**src/verilog/mips_lite_pkg.sv**
```systemverilog
// mips_lite shared definitions
// widths, reset vector and the enums for instruction fields,
// ALU operations, exception codes and the fetch handshake state

package mips_lite_pkg;

    localparam int XLEN       = 32;
    localparam int REG_ADDR_W = 5;

    typedef logic [XLEN-1:0]       word_t;
    typedef logic [REG_ADDR_W-1:0] reg_addr_t;

    localparam word_t RESET_PC = 32'h0040_0000;   // first fetch address

    typedef enum logic [5:0] {
        OP_RTYPE = 6'h00,
        OP_ADDI  = 6'h08
    } opcode_e;

    typedef enum logic [5:0] {
        F_ADD = 6'h20,
        F_SUB = 6'h22,
        F_AND = 6'h24,
        F_OR  = 6'h25,
        F_XOR = 6'h26,
        F_SLT = 6'h2A
    } funct_e;

    typedef enum logic [2:0] {
        ALU_ADD,
        ALU_SUB,
        ALU_AND,
        ALU_OR,
        ALU_XOR,
        ALU_SLT
    } alu_op_e;

    typedef enum logic [2:0] {
        EXC_NONE       = 3'd0,
        EXC_ILLEGAL    = 3'd1,   // raised in decode
        EXC_OVERFLOW   = 3'd2,   // raised in execute
        EXC_ZERO_WRITE = 3'd7    // raised in writeback
    } exc_code_e;

    typedef enum logic [1:0] {
        F_IDLE,
        F_REQ,
        F_RELEASE
    } fetch_state_e;

endpackage

```
**src/verilog/decode_stage.sv**
```systemverilog
`timescale 1ns/1ps

// mips_lite decode stage
// holds the instruction register, decodes opcode and funct into an ALU op,
// tags illegal words and interlocks on destinations pending in execute or writeback

module decode_stage (
    input  logic                     SYS_clk,
    input  logic                     SYS_reset,
    input  logic                     if_valid,
    input  mips_lite_pkg::word_t     if_instr,
    input  mips_lite_pkg::word_t     if_pc,
    input  logic                     flush,
    input  mips_lite_pkg::reg_addr_t ex_busy_dst,
    input  logic                     ex_busy,
    input  logic                     wb_busy,
    input  logic                     wb_we,
    input  mips_lite_pkg::reg_addr_t wb_addr,
    input  mips_lite_pkg::word_t     wb_data,
    output logic                     id_ready,
    output logic                     id_valid,
    output mips_lite_pkg::alu_op_e   id_alu_op,
    output mips_lite_pkg::word_t     id_rs_val,
    output mips_lite_pkg::word_t     id_opb,
    output mips_lite_pkg::reg_addr_t id_dst,
    output logic                     id_we,
    output mips_lite_pkg::exc_code_e id_exc,
    output mips_lite_pkg::word_t     id_pc
);
    import mips_lite_pkg::*;

    logic      d_valid;
    word_t     d_instr;
    word_t     d_pc;
    opcode_e   opcode;
    funct_e    funct;
    reg_addr_t rs;
    reg_addr_t rt;
    reg_addr_t rd;
    word_t     rs_data;
    word_t     rt_data;
    word_t     imm_sext;
    alu_op_e   alu_op;
    logic      illegal;
    logic      use_imm;
    logic      rs_hit;
    logic      rt_hit;
    logic      stall;

    always_ff @(posedge SYS_clk or posedge SYS_reset)
    begin
        if (SYS_reset)
            d_valid <= 1'b0;
        else if (flush)
            d_valid <= 1'b0;
        else if (id_ready)
            d_valid <= if_valid;
    end

    always_ff @(posedge SYS_clk)
    begin
        if (id_ready && if_valid)
        begin
            d_instr <= if_instr;
            d_pc    <= if_pc;
        end
    end

    assign opcode   = opcode_e'(d_instr[31:26]);
    assign funct    = funct_e'(d_instr[5:0]);
    assign rs       = d_instr[25:21];
    assign rt       = d_instr[20:16];
    assign rd       = d_instr[15:11];
    assign imm_sext = {{16{d_instr[15]}}, d_instr[15:0]};

    always_comb
    begin
        alu_op  = ALU_ADD;
        illegal = 1'b0;
        use_imm = 1'b0;
        if (opcode == OP_ADDI)
            use_imm = 1'b1;
        else if (opcode == OP_RTYPE)
        begin
            case (funct)
                F_ADD:   alu_op = ALU_ADD;
                F_SUB:   alu_op = ALU_SUB;
                F_AND:   alu_op = ALU_AND;
                F_OR:    alu_op = ALU_OR;
                F_XOR:   alu_op = ALU_XOR;
                F_SLT:   alu_op = ALU_SLT;
                default: illegal = 1'b1;
            endcase
        end
        else
            illegal = 1'b1;
    end

    // no forwarding, so wait until the producer has left writeback
    assign rs_hit = (rs != '0) &&
                    ((ex_busy && rs == ex_busy_dst) || (wb_busy && rs == wb_addr));
    assign rt_hit = (rt != '0) &&
                    ((ex_busy && rt == ex_busy_dst) || (wb_busy && rt == wb_addr));
    assign stall  = d_valid && !illegal && (rs_hit || (!use_imm && rt_hit));

    register_file u_regs (
        .SYS_clk   (SYS_clk),
        .SYS_reset (SYS_reset),
        .rs_addr   (rs),
        .rt_addr   (rt),
        .wb_addr   (wb_addr),
        .wb_we     (wb_we),
        .wb_data   (wb_data),
        .rs_data   (rs_data),
        .rt_data   (rt_data)
    );

    assign id_ready  = !stall;
    assign id_valid  = d_valid && !stall;
    assign id_alu_op = alu_op;
    assign id_rs_val = rs_data;
    assign id_opb    = use_imm ? imm_sext : rt_data;
    assign id_dst    = use_imm ? rt : rd;
    assign id_we     = !illegal;                             // illegal words write nothing
    assign id_exc    = illegal ? EXC_ILLEGAL : EXC_NONE;
    assign id_pc     = d_pc;

endmodule

```
**src/verilog/execute_stage.sv**
```systemverilog
`timescale 1ns/1ps

// mips_lite execute stage
// registers the issued operands, runs the ALU and flags signed overflow
// on add, addi and sub

module execute_stage (
    input  logic                     SYS_clk,
    input  logic                     SYS_reset,
    input  logic                     flush,
    input  logic                     id_valid,
    input  mips_lite_pkg::alu_op_e   id_alu_op,
    input  mips_lite_pkg::word_t     id_rs_val,
    input  mips_lite_pkg::word_t     id_opb,
    input  mips_lite_pkg::reg_addr_t id_dst,
    input  logic                     id_we,
    input  mips_lite_pkg::exc_code_e id_exc,
    input  mips_lite_pkg::word_t     id_pc,
    output logic                     ex_valid,
    output mips_lite_pkg::word_t     ex_result,
    output mips_lite_pkg::reg_addr_t ex_dst,
    output logic                     ex_we,
    output mips_lite_pkg::exc_code_e ex_exc,
    output mips_lite_pkg::word_t     ex_pc,
    output logic                     ex_busy,
    output mips_lite_pkg::reg_addr_t ex_busy_dst
);
    import mips_lite_pkg::*;

    logic      x_valid;
    alu_op_e   x_alu_op;
    word_t     x_a;
    word_t     x_b;
    reg_addr_t x_dst;
    logic      x_we;
    exc_code_e x_exc;
    word_t     x_pc;
    word_t     result;
    logic      ovf;

    always_ff @(posedge SYS_clk or posedge SYS_reset)
    begin
        if (SYS_reset)
            x_valid <= 1'b0;
        else
            x_valid <= id_valid && !flush;
    end

    always_ff @(posedge SYS_clk)
    begin
        if (id_valid)
        begin
            x_alu_op <= id_alu_op;
            x_a      <= id_rs_val;
            x_b      <= id_opb;
            x_dst    <= id_dst;
            x_we     <= id_we;
            x_exc    <= id_exc;
            x_pc     <= id_pc;
        end
    end

    always_comb
    begin
        result = '0;
        ovf    = 1'b0;
        case (x_alu_op)
            ALU_ADD:
            begin
                result = x_a + x_b;                        // wraps modulo 2^32
                ovf    = (x_a[XLEN-1] == x_b[XLEN-1]) && (result[XLEN-1] != x_a[XLEN-1]);
            end
            ALU_SUB:
            begin
                result = x_a - x_b;
                ovf    = (x_a[XLEN-1] != x_b[XLEN-1]) && (result[XLEN-1] != x_a[XLEN-1]);
            end
            ALU_AND: result = x_a & x_b;
            ALU_OR:  result = x_a | x_b;
            ALU_XOR: result = x_a ^ x_b;
            ALU_SLT: result = {{(XLEN-1){1'b0}}, $signed(x_a) < $signed(x_b)};
            default: result = '0;
        endcase
    end

    // an older code from decode wins over overflow
    always_comb
    begin
        if (x_exc != EXC_NONE)
            ex_exc = x_exc;
        else if (ovf)
            ex_exc = EXC_OVERFLOW;
        else
            ex_exc = EXC_NONE;
    end

    assign ex_valid    = x_valid;
    assign ex_result   = result;
    assign ex_dst      = x_dst;
    assign ex_we       = x_we && (ex_exc == EXC_NONE);
    assign ex_pc       = x_pc;
    assign ex_busy     = x_valid && ex_we;     // write still pending for decode
    assign ex_busy_dst = x_dst;

endmodule

```
**src/verilog/fetch_unit.sv**
```systemverilog
`timescale 1ns/1ps

// mips_lite fetch unit
// runs the four-phase req/ack handshake toward the instruction source,
// buffers one fetched word for decode and keeps the fetch PC

module fetch_unit (
    input  logic                 SYS_clk,
    input  logic                 SYS_reset,
    input  logic                 fetch_ack,
    input  mips_lite_pkg::word_t fetch_instr,
    input  logic                 id_ready,
    input  logic                 flush,
    input  mips_lite_pkg::word_t flush_pc,
    output logic                 fetch_req,
    output mips_lite_pkg::word_t fetch_pc,
    output logic                 if_valid,
    output mips_lite_pkg::word_t if_instr,
    output mips_lite_pkg::word_t if_pc
);
    import mips_lite_pkg::*;

    fetch_state_e state;
    word_t        next_pc;      // address of the next request
    word_t        held_instr;
    logic         held_valid;
    logic         discard;      // word in flight predates a flush
    logic         capture;
    logic         handover;
    logic         launch;       // a new request starts at this edge
    word_t        launch_pc;

    assign capture   = (state == F_REQ) && fetch_ack;
    assign handover  = held_valid && id_ready;
    assign launch    = !fetch_ack && (!held_valid || handover) && !flush;
    assign launch_pc = handover ? fetch_pc + 32'd4 : next_pc;

    always_ff @(posedge SYS_clk or posedge SYS_reset)
    begin
        if (SYS_reset)
        begin
            state      <= F_IDLE;
            held_valid <= 1'b0;
            discard    <= 1'b0;
            next_pc    <= RESET_PC;
            fetch_pc   <= RESET_PC;
        end
        else
        begin
            case (state)
                F_IDLE:
                begin
                    if (launch)
                    begin
                        state    <= F_REQ;
                        fetch_pc <= launch_pc;   // frozen for the whole request
                    end
                end
                F_REQ:
                begin
                    if (fetch_ack)
                        state <= F_RELEASE;
                end
                F_RELEASE:
                begin
                    if (launch)
                    begin
                        state    <= F_REQ;       // ack seen low, next request at once
                        fetch_pc <= launch_pc;
                    end
                    else if (!fetch_ack)
                        state <= F_IDLE;
                end
                default:
                    state <= F_IDLE;
            endcase

            if (flush)
                held_valid <= 1'b0;
            else if (capture)
                held_valid <= !discard;
            else if (handover)
                held_valid <= 1'b0;

            if (capture)
                discard <= 1'b0;
            else if (flush && state == F_REQ)
                discard <= 1'b1;

            if (flush)
                next_pc <= flush_pc;           // resume after the faulting word
            else if (handover)
                next_pc <= fetch_pc + 32'd4;
        end
    end

    always_ff @(posedge SYS_clk)
    begin
        if (capture)
            held_instr <= fetch_instr;
    end

    assign fetch_req = (state == F_REQ);
    assign if_valid  = held_valid;
    assign if_instr  = held_instr;
    assign if_pc     = fetch_pc;      // still the address of the held word

endmodule

```
**src/verilog/mips_lite_core.sv**
```systemverilog
`timescale 1ns/1ps

// mips_lite core top level
// fetch, decode, execute and writeback stages with the external fetch port,
// the commit stream and the exception report

module mips_lite_core (
    input  logic                     SYS_clk,
    input  logic                     SYS_reset,
    input  logic                     fetch_ack,
    input  mips_lite_pkg::word_t     fetch_instr,
    output logic                     fetch_req,
    output mips_lite_pkg::word_t     fetch_pc,
    output logic                     commit_valid,
    output mips_lite_pkg::reg_addr_t commit_reg,
    output mips_lite_pkg::word_t     commit_data,
    output logic                     exc_valid,
    output mips_lite_pkg::exc_code_e exc_code,
    output mips_lite_pkg::word_t     epc
);
    import mips_lite_pkg::*;

    logic      if_valid;
    word_t     if_instr;
    word_t     if_pc;
    logic      id_ready;
    logic      id_valid;
    alu_op_e   id_alu_op;
    word_t     id_rs_val;
    word_t     id_opb;
    reg_addr_t id_dst;
    logic      id_we;
    exc_code_e id_exc;
    word_t     id_pc;
    logic      ex_valid;
    word_t     ex_result;
    reg_addr_t ex_dst;
    logic      ex_we;
    exc_code_e ex_exc;
    word_t     ex_pc;
    logic      ex_busy;
    reg_addr_t ex_busy_dst;
    logic      wb_we;
    reg_addr_t wb_addr;
    word_t     wb_data;
    logic      wb_busy;
    logic      flush;
    word_t     flush_pc;

    fetch_unit u_fetch (
        .SYS_clk     (SYS_clk),
        .SYS_reset   (SYS_reset),
        .fetch_ack   (fetch_ack),
        .fetch_instr (fetch_instr),
        .id_ready    (id_ready),
        .flush       (flush),
        .flush_pc    (flush_pc),
        .fetch_req   (fetch_req),
        .fetch_pc    (fetch_pc),
        .if_valid    (if_valid),
        .if_instr    (if_instr),
        .if_pc       (if_pc)
    );

    decode_stage u_decode (
        .SYS_clk     (SYS_clk),
        .SYS_reset   (SYS_reset),
        .if_valid    (if_valid),
        .if_instr    (if_instr),
        .if_pc       (if_pc),
        .flush       (flush),
        .ex_busy_dst (ex_busy_dst),
        .ex_busy     (ex_busy),
        .wb_busy     (wb_busy),
        .wb_we       (wb_we),
        .wb_addr     (wb_addr),
        .wb_data     (wb_data),
        .id_ready    (id_ready),
        .id_valid    (id_valid),
        .id_alu_op   (id_alu_op),
        .id_rs_val   (id_rs_val),
        .id_opb      (id_opb),
        .id_dst      (id_dst),
        .id_we       (id_we),
        .id_exc      (id_exc),
        .id_pc       (id_pc)
    );

    execute_stage u_execute (
        .SYS_clk     (SYS_clk),
        .SYS_reset   (SYS_reset),
        .flush       (flush),
        .id_valid    (id_valid),
        .id_alu_op   (id_alu_op),
        .id_rs_val   (id_rs_val),
        .id_opb      (id_opb),
        .id_dst      (id_dst),
        .id_we       (id_we),
        .id_exc      (id_exc),
        .id_pc       (id_pc),
        .ex_valid    (ex_valid),
        .ex_result   (ex_result),
        .ex_dst      (ex_dst),
        .ex_we       (ex_we),
        .ex_exc      (ex_exc),
        .ex_pc       (ex_pc),
        .ex_busy     (ex_busy),
        .ex_busy_dst (ex_busy_dst)
    );

    writeback_stage u_writeback (
        .SYS_clk      (SYS_clk),
        .SYS_reset    (SYS_reset),
        .ex_valid     (ex_valid),
        .ex_result    (ex_result),
        .ex_dst       (ex_dst),
        .ex_we        (ex_we),
        .ex_exc       (ex_exc),
        .ex_pc        (ex_pc),
        .wb_we        (wb_we),
        .wb_addr      (wb_addr),
        .wb_data      (wb_data),
        .wb_busy      (wb_busy),
        .flush        (flush),
        .flush_pc     (flush_pc),
        .commit_valid (commit_valid),
        .commit_reg   (commit_reg),
        .commit_data  (commit_data),
        .exc_valid    (exc_valid),
        .exc_code     (exc_code),
        .epc          (epc)
    );

endmodule

```
**src/verilog/register_file.sv**
```systemverilog
`timescale 1ns/1ps

// mips_lite register file
// 32 entries, two combinational read ports, one write port,
// register zero always reads as zero

module register_file (
    input  logic                     SYS_clk,
    input  logic                     SYS_reset,
    input  mips_lite_pkg::reg_addr_t rs_addr,
    input  mips_lite_pkg::reg_addr_t rt_addr,
    input  mips_lite_pkg::reg_addr_t wb_addr,
    input  logic                     wb_we,
    input  mips_lite_pkg::word_t     wb_data,
    output mips_lite_pkg::word_t     rs_data,
    output mips_lite_pkg::word_t     rt_data
);
    import mips_lite_pkg::*;

    word_t regs [1:31];   // no storage behind register zero

    always_ff @(posedge SYS_clk or posedge SYS_reset)
    begin
        if (SYS_reset)
        begin
            for (int i = 1; i < 32; i++)
                regs[i] <= '0;
        end
        else if (wb_we && wb_addr != '0)
            regs[wb_addr] <= wb_data;
    end

    assign rs_data = (rs_addr == '0) ? '0 : regs[rs_addr];
    assign rt_data = (rt_addr == '0) ? '0 : regs[rt_addr];

endmodule

```
**src/verilog/writeback_stage.sv**
```systemverilog
`timescale 1ns/1ps

// mips_lite writeback stage
// retires one instruction per cycle, either as a register write with a
// commit pulse or as an exception pulse that flushes the younger work

module writeback_stage (
    input  logic                     SYS_clk,
    input  logic                     SYS_reset,
    input  logic                     ex_valid,
    input  mips_lite_pkg::word_t     ex_result,
    input  mips_lite_pkg::reg_addr_t ex_dst,
    input  logic                     ex_we,
    input  mips_lite_pkg::exc_code_e ex_exc,
    input  mips_lite_pkg::word_t     ex_pc,
    output logic                     wb_we,
    output mips_lite_pkg::reg_addr_t wb_addr,
    output mips_lite_pkg::word_t     wb_data,
    output logic                     wb_busy,
    output logic                     flush,
    output mips_lite_pkg::word_t     flush_pc,
    output logic                     commit_valid,
    output mips_lite_pkg::reg_addr_t commit_reg,
    output mips_lite_pkg::word_t     commit_data,
    output logic                     exc_valid,
    output mips_lite_pkg::exc_code_e exc_code,
    output mips_lite_pkg::word_t     epc
);
    import mips_lite_pkg::*;

    logic      w_valid;
    word_t     w_result;
    reg_addr_t w_dst;
    logic      w_we;
    exc_code_e w_exc;
    word_t     w_pc;
    exc_code_e code;
    logic      fault;

    // the word in execute during a fault cycle is younger and is dropped
    always_ff @(posedge SYS_clk or posedge SYS_reset)
    begin
        if (SYS_reset)
            w_valid <= 1'b0;
        else
            w_valid <= ex_valid && !flush;
    end

    always_ff @(posedge SYS_clk)
    begin
        if (ex_valid)
        begin
            w_result <= ex_result;
            w_dst    <= ex_dst;
            w_we     <= ex_we;
            w_exc    <= ex_exc;
            w_pc     <= ex_pc;
        end
    end

    always_comb
    begin
        if (w_exc != EXC_NONE)
            code = w_exc;
        else if (w_we && w_dst == '0)
            code = EXC_ZERO_WRITE;
        else
            code = EXC_NONE;
    end

    assign fault = w_valid && (code != EXC_NONE);

    assign wb_we        = w_valid && w_we && (code == EXC_NONE);
    assign wb_addr      = w_dst;
    assign wb_data      = w_result;
    assign wb_busy      = w_valid && w_we;
    assign commit_valid = wb_we;
    assign commit_reg   = w_dst;
    assign commit_data  = w_result;
    assign exc_valid    = fault;
    assign exc_code     = code;
    assign epc          = w_pc;
    assign flush        = fault;
    assign flush_pc     = w_pc + 32'd4;   // refetch right after the faulting word

endmodule
```
**config.mk**
```make
export PLATFORM = sky130hd
export DESIGN_NAME = mips_lite_core
export DESIGN_NICKNAME = d
export VERILOG_FILES = /design/src/verilog/mips_lite_pkg.sv /design/src/verilog/decode_stage.sv /design/src/verilog/execute_stage.sv /design/src/verilog/fetch_unit.sv /design/src/verilog/mips_lite_core.sv /design/src/verilog/register_file.sv /design/src/verilog/writeback_stage.sv
export SDC_FILE = /design/constraint.sdc
export NUM_CORES = 2
export LEC_CHECK = 0
export ABC_CLOCK_PERIOD_IN_PS = 56700
export BUFFER_PORTS_ARGS = -buffer_cell sky130_fd_sc_hd__clkbuf_2
export CAP_MARGIN = 20
export CORE_UTILIZATION = 65
export DETAILED_ROUTE_END_ITERATION = 10
export HOLD_SLACK_MARGIN = 0.06
export PLACE_DENSITY = 0.8
export SLEW_MARGIN = 10
export SYNTH_ARGS = -nofsm -noshare
export SYNTH_HDL_FRONTEND = slang
export SYNTH_SLANG_ARGS = --single-unit
```
**constraint.sdc**
```tcl
create_clock -name SYS_clk -period 56.7 [get_ports SYS_clk]
set_input_delay 11.34 -clock SYS_clk [delete_from_list [all_inputs] [get_ports SYS_clk]]
set_output_delay 11.34 -clock SYS_clk [all_outputs]
set_load 0.005 [all_outputs]
```
; Word-level counts from Yosys, hierarchy flattened
; Index checks and enable logic that the tools add are counted.
[classes]
n_addsub = 4
order_cmp = 5
n_eq_ne = 26
muxes = 38
bitwise_logic = 7
reduce_logical = 59
[op_table]
columns = cell, n
row1 = $bwmux 992, 1
row2 = $bmux 32 s5, 2
row3 = $mux 32, 9
row4 = $pmux 32 s6, 1
row5 = $demux 32 s5, 1
row6 = $add 32x3->32 const B, 2
row7 = $eq 6x6->1 const B, 6
row8 = $add 32x32->32, 1
row9 = $and 32x32->32, 1
row10 = $lt 32x32->1, 1
row11 = $or 32x32->32, 1
row12 = $sub 32x32->32, 1
row13 = $xor 32x32->32, 1
row14 = $logic_and 1x1->1, 27
row15 = $eq 5x5->1, 4
row16 = $ge 6x6->1 const B, 3
row17 = $not 5->6, 3
row18 = $logic_not 5->1, 3
row19 = $pmux 3 s5, 1
row20 = $reduce_bool 5->1, 3
row21 = $mux 1, 12
row22 = $reduce_bool 3->1, 4
row23 = $mux 2, 5
row24 = $logic_not 3->1, 3
row25 = other kinds (26), 43
[word_totals]
regBits = 1340
inputBits = 35
out_inout_bits = 107
wordCells = 193

; Logic depth before layout (Yosys ltp)
[logic_depth]
ltp_word = 22
mapped_depth = 13

; Cells and area by module
; From an unflattened synthesis, not the netlist that was laid out.
[unflattened]
cells_unflattened = 5595
hier_area_um2 = 73130.1
[by_module_without_submodules]
columns = module, instances, cells_per_inst, area_each_um2
row1 = register_file, 1, 3740, 53407.5
row2 = execute_stage, 1, 938, 8602.0
row3 = fetch_unit, 1, 533, 5092.4
row4 = writeback_stage, 1, 207, 3219.3
row5 = decode_stage, 1, 177, 2808.9

; Worst setup path before layout
; Ideal clock, no wire load.
[synth_timing]
path_type = flip-flop to output port
start = register u_writeback.w_dst[3], in the netlist u_writeback.commit_reg[3]
end = output exc_valid
arrival_ns = 2.174
slack_ns = 43.186
stages_incl_launch_ff = 10
n_path_buf = 4
cell_sequence = edfxtp_1 -> clkbuf_1 -> nor3_1 -> nand3_1 -> nand2_1 -> nand2_1 -> inv_1 -> clkbuf_1 -> clkbuf_1 -> clkbuf_1
[synth_between]
elab_chain_len = 6
[synth_lines]
columns = element, line
row1 = start: declaration, writeback_stage.sv:33  ; reg_addr_t w_dst;
row2 = start signal: assignment, writeback_stage.sv:54  ; w_dst <= ex_dst;
row3 = $logic_not 5->1, writeback_stage.sv:65  ; else if (w_we && w_dst == '0)
row4 = $logic_and 1x1->1, writeback_stage.sv:65
row5 = $mux 3, writeback_stage.sv:65
row6 = $mux 3, writeback_stage.sv:63  ; if (w_exc != EXC_NONE)
row7 = $reduce_bool 3->1, writeback_stage.sv:71  ; assign fault = w_valid && (code != EXC_NONE);
row8 = $logic_and 1x1->1, writeback_stage.sv:71
row9 = end: declaration, mips_lite_core.sv:17  ; output logic exc_valid,
; Every way passes these cells.

==> impl_metrics.tcl <==
set metrics [dict create \
    crit_path_top_delay_cell "buf_4" \
    period_share_pct 25.8 \
    finClkSkew_ns 0.0272 \
    synth_top_area_share_pct 37.0 \
    synth_cells 4983 \
    critPathArrivalTime_ns 15.51 \
    place_congestion 0.988 \
    cts_max_path_buffers 3 \
    tritoncts "built" \
    critPathMaxStageDelay_ns 0.88 \
    placementRows 121 \
    crit_top_cell "buf_4" \
    synth_most_common_cell "mux2_2" \
    port_buffers 141 \
    status "finished, final reports clean" \
    fp.dieW_um 334 \
    cp-start-kind "primary input" \
    antenna_found_initial 9 \
    clkTransAtPathRegs_ns 0.06 \
    area_delta_synth_final_pct 9.49 \
    root_buffer "clkbuf_16" \
    yosysTopAreaCell "dfrtp_1" \
    dp_cells 6255 \
    cp_num_cells 7 \
    grt_pass1_vias 47300 \
    drive_gt1_share_pct 44.5 \
    die_area_sq_um 112000 \
    ctsHoldBuffers 0 \
    grt_pass1_wl_um 308000 \
    r2r_cells 12 \
    hold_slack_ns 0.411 \
    holdPathStages 0 \
    synth.ff_latch_count 1337 \
    fin_cells 6523 \
    cap_violations 0 \
    largest_reg_flops 992 \
    gr-usage-all-layers_pct 37.4 \
    synth_area_sq_um 71800 \
    cts_resized 0 \
    endpoint_kind "async pin" \
    period_minus_slack_ns 14.65 \
    path_buf_inv 7 \
    async_flop_share_pct 79.5 \
    required_ns 57.57 \
    synth_cell_type_count 93 \
    yosysSeqAreaShare_pct 48.5 \
    synth_common_cells "mux2_2, dfrtp_1, mux4_2" \
    wirelength_um 205000 \
    p_leak_nw 34.7 \
    synth_edf_count 274 \
    num_vias 47500 \
    crit_chain "clkbuf_2 > inv_8 > buf_4 > buf_4 > buf_4 > buf_4 > buf_16" \
    initial_core_util_pct 65.8 \
    cts_setup_buffers 0 \
    dpl.hpwl_um 114000 \
    grt_max_degree 159 \
    vias_per_cell 7.28 \
    worstSetupPathType "primary input to async pin" \
    design_area_sq_um 78600 \
    ys.flop_type "dfrtp_1" \
    numCtsBuffers 143 \
    fmaxAchievable_mhz 68.3 \
    timing.slew.headroom_pct 22.6 \
    cts_sinks 1337 \
    syn-num-nets 5118 \
    worst_ir_drop_vdd_mv 0.0350 \
    synth_warnings 0 \
    netlist_top_cells_area "dfrtp_1, mux4_2, mux2_2" \
    clock_latency_ns 0.78 \
    setup_violations 0 \
    rsz0062_at_grt "false" \
    ioPinCount 142 \
    fin_tns_setup_ns 0 \
    grt_overflow 0 \
    core_area_sq_um 109000 \
    drt_iter0_drc 5552 \
    top_register "u_decode.u_regs.regs" \
    fin_nets 5061 \
    max_slew.worst_pin.slew_ns 1.16 \
    drv_slew 0 \
    syn_area_per_cell_sq_um 14.4 \
    drc_errors 0 \
    htree_levels 4 \
    utilization_pct 72.0 \
    cp_max_fo 125 \
    hold_class "register to register" \
    p_per_area_nw_per_um2 35.1 \
    die_h_um 334 \
    crit_family "buffers and inverters" \
    placed_area_sq_um 73700 \
    first_pass_iters 8 \
    hold_violations 0 \
    wl_per_cell_um 31.5 \
    antenna_left 0 \
]
final cells by class:
| cell class | instances | area [sq um] |
|---|---|---|
| Clock buffer | 206 | 4100 |
| Tap cell | 1476 | 1850 |
| Timing Repair Buffer | 259 | 1740 |
| Sequential cell | 1337 | 34800 |
| Inverter | 127 | 487 |
| Antenna cell | 1 | 2.50 |
| Multi-Input combinational cell | 3058 | 34900 |
| Fill cell | 6848 | 30600 |
| Clock inverter | 59 | 687 |
where the power goes:
part	switching, mW	internal (mW)	total, mW
logic	0.388	0.235	0.623
registers	0.0931	1.09	1.18
clock network	0.397	0.561	0.957
total	0.878	1.88	2.76
cell usage in the layout (no fill, tap or decap), drive strengths merged, types with 16 or more instances in the layout:
cell type,n
mux2,1089
dfrtp,1061
mux4,577
clkbuf,347
edfxtp,274
nand2,179
nor2,144
inv,136
buf,118
a21oi,108
o21ai,106
ha,98
nand3,67
a22o,66
nor3,47
xnor2,44
clkinv,37
mux2i,36
o211ai,34
xor2,30
a31oi,25
nand4,23
o221ai,20
nor2b,19
nand2b,18
a221o,18
a21o,18
o31ai,17
and3,17
or3,16
a211oi,16
layer usage:
| metal | part of all wire [%] | routed length [um] | track usage (%) | vias up |
|---|---|---|---|---|
| met5 | 0.034 | 69 | 0 | - |
| met3 | 12 | 23900 | 10.8 | 623 |
| met1 | 39 | 79700 | 53.0 | 25000 |
| li1 | - | - | - | 19100 |
| met2 | 45 | 92700 | 55.0 | 2793 |
| met4 | 4.3 | 8840 | 15.0 | 10 |
final timing paths:
path	from	to	slack, ns
setup / recovery	SYS_reset	u_fetch.fetch_pc[22]	42.05
hold / removal	u_execute.ex_pc[26]	u_writeback.epc[26]	0.41
setup reg to reg	u_execute.x_a[2]	u_fetch.next_pc[30]	51.29
hold reg to reg	u_execute.ex_pc[26]	u_writeback.epc[26]	0.41
max in group SYS_clk	u_writeback.commit_reg[3]	exc_valid	42.60
min in group asynchronous	SYS_reset	u_decode.u_regs.regs[12]	10.75
through the flow:
| stage | power [mW] | worst slack [ns] |
|---|---|---|
| global route | 2.86 | 41.45 |
| floorplan | 1.60 | 15.44 |
| finish | 2.76 | 42.05 |
| CTS | 2.76 | 41.59 |
| global placement | 1.79 | 40.87 |
| detailed placement | 1.80 | 40.78 |
logic make-up after synthesis:
logic type	count (synthesis)	share of synthesized area (%)
adder cells (fa/ha/maj)	100	1.76
XOR/XNOR	74	0.903
flip-flops	1337	48.5
AO/OA/AOI/OAI	574	5.81
AND/OR/NAND/NOR	608	4.13
buffers and inverters	588	3.17
multiplexers	1702	35.7
(Power assumes the default switching activity.)
